$ cat src/sram_pkg.sv
package sram_pkg;

  // the system address is split into a bank select field on top
  // and a chip-local word address below it
  localparam int bank_bits = 2;

  // one external chip per bank select code
  localparam int bank_count = 1 << bank_bits;

  // each chip holds 256k words
  localparam int local_addr_bits = 18;

  // the full address seen on the request port
  localparam int sys_addr_bits = bank_bits + local_addr_bits;

  // the same address word seen two ways
  // the input register loads it flat and the steering logic
  // reads the bank and local fields out of it
  typedef union packed {
    logic [sys_addr_bits-1:0] flat;
    struct packed {
      // selects which chip sees the request
      logic [bank_bits-1:0] bank;
      // word address passed to that chip
      logic [local_addr_bits-1:0] local_addr;
    } fields;
  } sys_addr_u;

endpackage

$ cat src/sram_read_collect.sv
module sram_read_collect #(
  parameter int data_bits = 16
) (
  input logic clk,
  input logic reset,
  input logic [sram_pkg::bank_count-1:0] reading,
  input logic [sram_pkg::bank_count-1:0][data_bits-1:0] bank_read_data,
  output logic [data_bits-1:0] read_data,
  output logic read_valid
);

  import sram_pkg::*;

  // word from whichever bank holds oe this cycle
  logic [data_bits-1:0] selected;

  // at most one bank reads in a cycle since only one request is taken
  // per clock, so a plain priority pick is enough
  always_comb begin
    selected = '0;
    for (int i = 0; i < bank_count; i++) begin
      if (reading[i]) begin
        selected = bank_read_data[i];
      end
    end
  end

  // valid is a single clock pulse per read cycle of a bank
  always_ff @(posedge clk or posedge reset) begin
    if (reset) begin
      read_valid <= 1'b0;
    end else begin
      read_valid <= |reading;
    end
  end

  // the word is captured at the edge that ends the read clock
  always_ff @(posedge clk) begin
    if (|reading) begin
      read_data <= selected;
    end
  end

endmodule

$ cat config.mk
export PLATFORM = sky130hd
export DESIGN_NAME = sram_read_collect
export DESIGN_NICKNAME = d
export VERILOG_FILES = /design/src/sram_pkg.sv /design/src/sram_read_collect.sv
export SDC_FILE = /design/constraint.sdc
export NUM_CORES = 1
export LEC_CHECK = 0
export ABC_AREA = 1
export BUFFER_PORTS_ARGS = -buffer_cell sky130_fd_sc_hd__buf_2
export CAP_MARGIN = 25
export CORE_AREA = 2 2 77 50
export CTS_CLUSTER_DIAMETER = 40
export DETAILED_ROUTE_END_ITERATION = 8
export DIE_AREA = 0 0 79 52
export GPL_TIMING_DRIVEN = 0
export PLACE_DENSITY = 0.85
export SLEW_MARGIN = 10
export SYNTH_ARGS = -nofsm -noshare
export SYNTH_HDL_FRONTEND = slang
export SYNTH_SLANG_ARGS = --single-unit
$ cat constraint.sdc
create_clock -name clk -period 0.8 [get_ports clk]
set_input_delay 0.08 -clock clk [delete_from_list [all_inputs] [get_ports clk]]
set_output_delay 0.08 -clock clk [all_outputs]
set_load 0.02 [all_outputs]
==> out/results.ini <==
[power]
power.total_uw=2600
peakVddDrop_mv=0.642
switching_power_uw=738
p_int_uw=1860
power_frac_seq=0.430
power.density_nw_per_um2=1370
p_leak_uw=0.000947
switching_share=0.284
pwr-share-comb=0.338
clkPwrFrac=0.232

[global_routing]
antenna_found_initial=0
grt.overflow.total=0
grtUsageTotal=0.177
grt_max_degree=18
grt_pass1_wl_mm=5.57
grt_pass1_vias=1286

[synth]
yosysSeqAreaShare=0.420
synth_top_area_share=0.399
synth_edf_count=16
synth.distinct_cells=14
ys_top_cells_by_area=edfxtp_1 (40%), nand2_1 (20%), nor2_1 (7.5%)
avgSynthCellArea_um2=7.44
synth-main-ff-cell=edfxtp_1
synth_largest_area_cell=edfxtp_1
synth_nets=232
yosysWarnings=0
async_flop_share=0.0588
synthCells=162
synth-seq-cells=17
syn_area_um2=1200

[timing]
finalCritPeriodShare=1.08
worst_slew_pin_slew_ns=0.246
hold-worst-slack_ns=0.105
tns_ns=-0.698
fmax_mhz=1160
fin_crit_ns=0.863
final_hold_viol_count=0
setup_viol=17
rsz0062_at_grt=true
report.final.slew_viol_count=0
slew_headroom=0.836
fin_ws_ns=-0.0631

[final_layout]
final_cells=296
final_common_cell=buf_2
drive_gt1_frac=0.486
fin_nets=320
syn_to_final_growth_pct=57.6
num_antenna_cells=0
fillers=347
final_cell_mix=buf_2 (71), nand2_1 (64), nor2_1 (23)

[critical_path]
path_class=reg2out
cp.required_ns=0.72
crit_family=flip-flops
cp.arrival_ns=0.78
cp_slowest_stage_delay_ns=0.40
critPathMaxFanout=1
path_buf_inv=1
path_cells=buf_6
critPathLaunchType=flop
endpoint_kind=output pin
crit_path_top_delay_cell=edfxtp_1

[place]
io_buffers=82
dp.cells=291
dp.final_hpwl_mm=2.80
place_ws_ns=-0.192
place_congestion=0.817

[detailed_routing]
via_per_inst=4.45
drcViolationCount=0
vias=1317
wl_per_cell_um=11.6
drtIter0Drc=31
wl_mm=3.44
ant_nets=0
drt_first_pass_iters=4

[clock_tree]
htreeDepth=1
cts_root_buffer=clkbuf_8
cts_tree=done
cts_setup_buffers=0
cts_made_buffers=3
cts.sinks=17
clockBufferDepth=2
path_clk_slew_ns=0.06

[die]
start_util=0.350
die_h_um=52
fp.dieW_um=79
dieArea_um2=4110
core_area_um2=3450
boundaryPins=87
placementRows=17

[job]
cap_violations=0

[status]
outcome=finished, violations left
violations=negative setup slack

[hold_path]
hold_class=in2reg

==> synthesized netlist by cell type, types with 2 or more instances <==
cell type  number
buf_6           7
buf_4           2
nand3_1        17
nor2_1         24
nand2_1        64
edfxtp_1       16
nor2_2          9
buf_2           2
a21oi_1        16
==> what timing repair did <==
item                                    CTS  global route
hold endpoints to repair                  1             0
gates resized for setup                   4            20
hold buffers                              1             0
endpoints found under the setup margin   17            17
==> final timing paths <==
check / end / start / slack, ns / cells past startpoint
max in group asynchronous: read_valid / reset / 0.50 / 3
min in group asynchronous: read_valid / reset / 0.21 / 3
worst max-delay path: read_data[2] / read_data[2] / -0.06 / 1
worst min-delay path: read_data[6] / bank_read_data[54] / 0.11 / 3
==> kinds of logic after synthesis <==
kind of cell	share of synthesized area
AO/OA/AOI/OAI	0.0665
buffers and inverters	0.123
flip-flops	0.420
AND/OR/NAND/NOR	0.391
==> final cells by class <==
cell class | instances | area, um2 | area share
inverter | 3 | 23.8 | 0.0125
sequential | 17 | 505 | 0.266
buffer | 12 | 158 | 0.0830
clock buffer | 4 | 45.0 | 0.0237
multi-input combinational | 130 | 613 | 0.323
timing repair buffer | 83 | 495 | 0.261
tap | 47 | 58.8 | 0.0310
==> power by group through the flow <==
| stage | logic [uW] | clock network, uW | registers, uW |
|---|---|---|---|
| 3_3_place_gp | 799 | 0 | 1120 |
| 2_1_floorplan | 357 | 0 | 1250 |
| 5_1_grt | 977 | 670 | 1130 |
| 6_report | 881 | 603 | 1120 |
| 3_5_place_dp | 809 | 0 | 1120 |
| 4_1_cts | 822 | 616 | 1100 |
==> per-layer routing <==
| metal | track usage | vias to the layer above | routed length (um) |
|---|---|---|---|
| li1 | - | 695 | - |
| met1 | 0.253 | 568 | 1650 |
| met2 | 0.290 | 52 | 1550 |
| met3 | 0.0156 | 2 | 223 |
| met4 | 0.0460 | 0 | 23 |
| met5 | 0 | - | 0 |
==> sequential cells by signal, summed over array words and instances, names as in the netlist <==
signal / flops
read_data: 16
read_valid: 1
==> per-stage QoR <==
| step | instance area [um2] | utilization |
|---|---|---|
| 2_1_floorplan | 1300 | - |
| 3_3_place_gp | 1770 | 0.513 |
| 3_5_place_dp | 1770 | 0.513 |
| 4_1_cts | 1840 | 0.533 |
| 5_1_grt | 1900 | 0.551 |
| 6_report | 1900 | 0.551 |
(Power assumes the default switching activity.)
